==> config.mk <==
export PLATFORM = sky130hd
export DESIGN_NAME = prot_irq
export DESIGN_NICKNAME = d
export VERILOG_FILES = /design/src/rtl/prot_irq.sv
export VERILOG_INCLUDE_DIRS = /design/src /design/src/rtl
export SDC_FILE = /design/constraint.sdc
export NUM_CORES = 1
export LEC_CHECK = 0
export ABC_AREA = 1
export BUFFER_PORTS_ARGS = -buffer_cell sky130_fd_sc_hd__buf_4
export CORE_UTILIZATION = 45
export DETAILED_ROUTE_END_ITERATION = 10
export PLACE_DENSITY = 0.76
export SYNTH_ARGS = -nofsm -noshare
export SYNTH_HDL_FRONTEND = slang
export SYNTH_SLANG_ARGS = --single-unit
==> constraint.sdc <==
create_clock -name clk -period 1.3 [get_ports clk]
set_input_delay 0.065 -clock clk [delete_from_list [all_inputs] [get_ports clk]]
set_output_delay 0.065 -clock clk [all_outputs]
set_load 0.05 [all_outputs]
==> src/rtl/prot_config.svh <==
// protection coprocessor configuration
// memory sizes, mailbox location and irq hold time
`ifndef PROT_CONFIG_SVH
`define PROT_CONFIG_SVH

// program rom address width, 512 words of 16 bits
`define PROT_PROG_AW 9

// work ram and shared ram address width, 2 kB each
`define PROT_RAM_AW 11

// last shared byte, any main access here kicks the coprocessor
`define PROT_MAILBOX 11'h7ff

// irq hold counter reload value, irq drops when the count hits 1
`define PROT_IRQ_HOLD 8'd255

`endif
==> src/rtl/prot_irq.sv <==
// mailbox interrupt
// any main access to the mailbox byte raises irq, which then
// holds for a fixed count and clears itself
`include "prot_config.svh"

module prot_irq (
    input  logic                    clk,
    input  logic                    rst_n,
    input  logic [`PROT_RAM_AW-1:0] main_addr,
    input  logic                    main_cs,
    output logic                    irq
);

    logic       set_irq;
    logic [7:0] cnt;   // hold countdown

    // read or write, both count as a kick
    assign set_irq = main_cs && (main_addr == `PROT_MAILBOX);

    always_ff @(posedge clk) begin
        if (!rst_n) begin
            cnt <= 8'd0;
            irq <= 1'b0;
        end else if (set_irq) begin
            cnt <= `PROT_IRQ_HOLD;   // a new kick reloads
            irq <= 1'b1;
        end else begin
            if (cnt != 8'd0) begin
                cnt <= cnt - 8'd1;   // runs on down to 0
            end
            if (cnt == 8'd1) begin
                irq <= 1'b0;   // hold expired
            end
        end
    end

endmodule

==> flow_summary.ini, run 1 <==
[run_status]
outcome = finished with violations
violations = negative hold slack

[worst_setup_path]
critical_path.max_fanout = 6
cp_top_family = flip-flops
path_class = reg2reg
arrival_ns = 1.41
worst_path_max_delay_cell = dfxtp_1
crit_path_max_incr_delay_ns = 0.38
path_cells = inv_2 > ha_2 > or2_1 > nand2_1 > inv_1 > a21oi_1
cp-start-kind = flop
cp.required_ns = 1.50
endpoint_kind = flop
cp_num_buf_inv = 2

[cells_and_area]
num_antenna_cells = 0
fin_nets = 144
drive_above_1_share_pct = 21.4
area_growth_syn_to_layout_pct = 26.5
final_cells = 141
post-route-util_pct = 61.5

[routing]
vias_per_cell = 4.79
wirelength_mm = 1.41
dr.pass1.iters = 4
vias = 676
wl_per_cell_um = 9.96
drt_iter0_markers = 17
ant_nets = 0
drc = 0

[placement]
dpl.hpwl_mm = 1.08
numPortBuffers = 14
placed_cells = 137
finalWeightedCongestion = 0.912
post-place-ws_ns = 0.0164

[global_routing]
gr-total-overflow = 0
track_usage_pct = 20.5
grt_max_degree = 8
grt_pass1_vias = 562
antenna_found_initial = 0
grt_pass1_wl_mm = 2.17

[cts]
cts.path.max_buffers = 2
numClockSinks = 9
clock_latency_ns = 0.26
cts_hold_buf = 0
post-cts-setup-buffer-count = 0
root_buffer = clkbuf_4
cts.clk_slew.worst_paths_ns = 0.06
cts_tree = yes
ctsHtreeMaxLevel = 1
cts_resized = 0
cts_inserted_buffers = 3

[yosys]
netlist-cell-type-count = 14
ys_seq_area_share_pct = 28.5
avgSynthCellArea_um2 = 5.86
ys_ff_latch = 9
synth_top_area_share_pct = 28.5
syn_area_um2 = 633
yosys_warnings = 0
ys_top_cells_by_area = dfxtp_1, nand2_1, nor2_1
synth_top_cell_by_area = dfxtp_1
postSynthCellCount = 108
syn-num-nets = 125

[pwr]
ir_drop_uv = 1320
p_per_area_nw_per_um2 = 2440
total_power_mw = 1.95
p_leak_nw = 0.417

[die]
initial_core_util_pct = 48.7
fp.dieH_um = 39.5
fp.dieW_um = 39.5
pin_count = 15
dieArea_um2 = 1560
coreArea_um2 = 1300
rows = 13

[timing]
fmax_mhz = 827
max-slew-margin-rel_pct = 83.5
fin_worst_skew_ns = 0.00216
fin_hold_ws_ns = -0.00282
fin_crit_sh_pct = 93.0
max_slew.worst_pin.slew_ns = 0.248
finalSetupViolations = 0
setup_ws_ns = 0.0908
drv_slew = 0
hold_viol = 1
min_period_ns = 1.21

[job]
max_cap_violations = 0

[hold_path]
min_path_type = in2reg
## stage by stage
| step | TNS [ns] | area (um^2) |
|---|---|---|
| 2_1_floorplan | 0 | 633 |
| 3_3_place_gp | 0 | 757 |
| 3_5_place_dp | 0 | 757 |
| 4_1_cts | 0 | 783 |
| 5_1_grt | -0.00472 | 801 |
| 6_report | 0 | 801 |
## worst min-delay path, delay by kind of cell
kind	cells	cell delay, ns
and+or+nand+nor	1	0.04
buffers and inverters	2	0.13
## synth_stat cells
cell / count
a21oi_1: 5
a31oi_1: 1
dfxtp_1: 9
ha_1: 3
inv_1: 18
nand2_1: 33
nand2_2: 2
nand3_1: 7
nand3_2: 1
nand4_1: 3
nor2_1: 22
nor2_4: 2
o21ai_0: 1
or2_1: 1
## area by class of cell
type                    instances  area, um^2
flip-flops and latches          9         180
multi-input cells              81         403
fillers                       131         500
repair buffers                 14         105
inverters                      18        67.6
clock buffers                   4        26.3
well taps                      15        18.8
## sequential cells by signal, summed over array words and instances (netlist names)
name and cells:
cnt 8, irq 1
## per-layer routing
layer | global-route usage, % | vias up | routed length [um] | share of wire (%)
li1 | - | 368 | - | -
met1 | 24.1 | 286 | 635 | 45
met2 | 37.3 | 20 | 674 | 48
met3 | 5.11 | 2 | 82 | 5.8
met4 | 2.59 | 0 | 12 | 0.85
met5 | 0 | - | 0 | 0
## power breakdown
group	switching, mW	leakage, nW	internal, mW	total [mW]
Clock	0.103	0.0150	0.119	0.222
Combinational	0.741	0.328	0.480	1.22
Sequential	0.119	0.0742	0.391	0.510
## worst paths after layout
check             startpoint  cells past startpoint      to  slack [ns]
hold reg to reg          irq                      2     irq        0.49
setup / recovery      cnt[0]                      6  cnt[2]        0.09
setup reg to reg      cnt[0]                      6  cnt[2]        0.09
hold / removal         rst_n                      3  cnt[1]      -0.003
## cells in the final DEF (no fill, tap or decap), drive strengths merged
cell type | netlist | layout
nand3 | 8 | 8
a31oi | 1 | 1
or2 | 1 | 1
dfxtp | 9 | 9
nand2 | 35 | 35
inv | 18 | 18
a21oi | 5 | 5
buf | 0 | 14
nor2 | 24 | 24
ha | 3 | 3
nand4 | 3 | 3
o21ai | 1 | 1
clkbuf | 0 | 4
## logic make-up (layout without fill, tap and decap cells)
family | after synthesis | count (layout) | share of synthesized area, %
flops | 9 | 9 | 28.5
simple gates | 71 | 71 | 49.2
compound gates | 7 | 7 | 5.73
buf+inv | 18 | 36 | 10.7
fa+ha+maj | 3 | 3 | 5.93
Power figures use the tool's default switching activity.
==> run 2, diff against run 1 <==
--- a/config.mk
+++ b/config.mk
@@ -9,6 +9,7 @@
 export ABC_AREA = 1
 export BUFFER_PORTS_ARGS = -buffer_cell sky130_fd_sc_hd__buf_4
 export CORE_UTILIZATION = 45
+export CTS_BUF_LIST = sky130_fd_sc_hd__clkbuf_4 sky130_fd_sc_hd__clkbuf_8
 export DETAILED_ROUTE_END_ITERATION = 10
 export PLACE_DENSITY = 0.76
 export SYNTH_ARGS = -nofsm -noshare
==> flow_summary.ini, run 2 (synthesized netlist as in run 1, its figures left out) <==
[worst_setup_path]
arrival_ns = 1.40
cp-start-kind = flop
ff2ff_setup_slack_ns = 0.09
endpoint_kind = flop
cp_num_buf_inv = 2
worst_path_max_delay_cell = dfxtp_1
critical_path.max_fanout = 6
ff2ff_path_depth = 6
path_cells = inv_2 > ha_2 > or2_1 > nand2_1 > inv_1 > a21oi_1
cp_top_family = flip-flops
crit_path_max_incr_delay_ns = 0.38
cp.required_ns = 1.49
worstReg2RegStart = cnt[0]
cp_num_cells = 6
endpoint = cnt[2]
path_class = reg2reg
worstSetupStartpoint = cnt[0]
reg2reg_to = cnt[2]

[cts]
cts_inserted_buffers = 3
cts_tree = yes
ctsHtreeMaxLevel = 1
root_buffer = clkbuf_4
cts_hold_buf = 0
cts.path.max_buffers = 2
numClockSinks = 9
clock_latency_ns = 0.26
cts.clk_slew.worst_paths_ns = 0.06

[routing]
ant_nets = 0
drt_iter0_markers = 14
dr.pass1.iters = 4
vias_per_cell = 4.82
wl_per_cell_um = 9.89
wirelength_mm = 1.40
drc = 0
vias = 679

[global_routing]
gr-total-overflow = 0
antenna_found_initial = 0
grt_pass1_wl_mm = 2.15
grt_max_degree = 8
grt_pass1_vias = 552
track_usage_pct = 20.4

[die]
coreArea_um2 = 1300
fp.dieW_um = 39.5
fp.dieH_um = 39.5
pin_count = 15
dieArea_um2 = 1560
rows = 13
initial_core_util_pct = 48.7

[cells_and_area]
area_growth_syn_to_layout_pct = 27.1
num_antenna_cells = 0
layout_commonest_cell = nand2_1
fin_nets = 144
reg_top3 = cnt: 8 flops, irq: 1 flops
final_cell_mix = nand2_1, nor2_1, inv_1
final_cells = 141
drive_above_1_share_pct = 22.2
regMostFlops = cnt
largest_reg_flops = 8

[hold_path]
min_path_type = in2reg

[placement]
dpl.hpwl_mm = 1.08
finalWeightedCongestion = 0.912
post-place-ws_ns = 0.0164
placed_cells = 137
numPortBuffers = 14

[timing]
min_period_ns = 1.21
fmax_mhz = 828
hold_viol = 0
fin_crit_sh_pct = 92.9
drv_slew = 0
max-slew-margin-rel_pct = 83.6
setup_ws_ns = 0.0920
max_slew.worst_pin.slew_ns = 0.246
finalSetupViolations = 0
fin_worst_skew_ns = 0.00610

[pwr]
total_power_mw = 1.97
p_leak_nw = 0.421
ir_drop_uv = 1320
p_per_area_nw_per_um2 = 2450

[job]
max_cap_violations = 0

[run_status]
outcome = finished clean
-- run 2: cell types whose count changed in the layout (fill, tap and decap cells not counted) --
cell and delta:
clkbuf_1 -1, clkbuf_4 +1
-- run 2: how the worst min path moves through the flow --
stage                     endpoint  slack [ns]  depth (start not counted)   from
after floorplan             cnt[0]        0.16                          2  rst_n
after global placement      cnt[1]        0.27                          3  rst_n
after detailed placement    cnt[1]        0.27                          3  rst_n
after CTS                   cnt[1]       0.002                          3  rst_n
after global routing        cnt[0]        0.02                          3  rst_n
final                       cnt[1]       0.001                          3  rst_n
-- run 2: final cells by class --
cell class / instances / area [um^2]
tap: 15 / 18.8
multi-input combinational: 81 / 403
fill: 129 / 497
clock buffer: 4 / 30.0
inverter: 18 / 67.6
sequential: 9 / 180
timing repair buffer: 14 / 105
-- run 2: per-layer routing --
metal / up-vias / track usage, % / part of all wire (%)
met3: 0 / 5.11 / 6.2
met2: 19 / 36.5 / 48
met4: 0 / 2.59 / 0
met1: 292 / 24.5 / 46
li1: 368 / - / -
met5: - / 0 / 0
-- run 2: power breakdown --
part	switching, mW	internal [mW]	leakage [nW]
clock network	0.104	0.139	0.0184
logic	0.740	0.480	0.328
registers	0.119	0.391	0.0742
total	0.963	1.01	0.421
-- run 2: stage by stage --
step	TNS, ns	util, %	instance area [um^2]	hold slack (ns)
2_1_floorplan	0	-	633	0.163
3_3_place_gp	0	58.2	757	0.267
3_5_place_dp	0	58.2	757	0.270
4_1_cts	0	60.5	787	0.00197
5_1_grt	-0.00521	61.8	805	0.0242
6_report	0	61.8	805	0.00134
-- run 2: repair_timing --
action	in CTS	in global routing
setup endpoints to repair	0	7
resized for setup	0	6
buffers inserted	0	0
-- run 2: worst register-to-register path, cell delays in order, from the launching register on --
cell and delay, ns:
dfxtp_1 0.38, inv_2 0.09, ha_2 0.23, or2_1 0.24, nand2_1 0.06, inv_1 0.04
a21oi_1 0.11
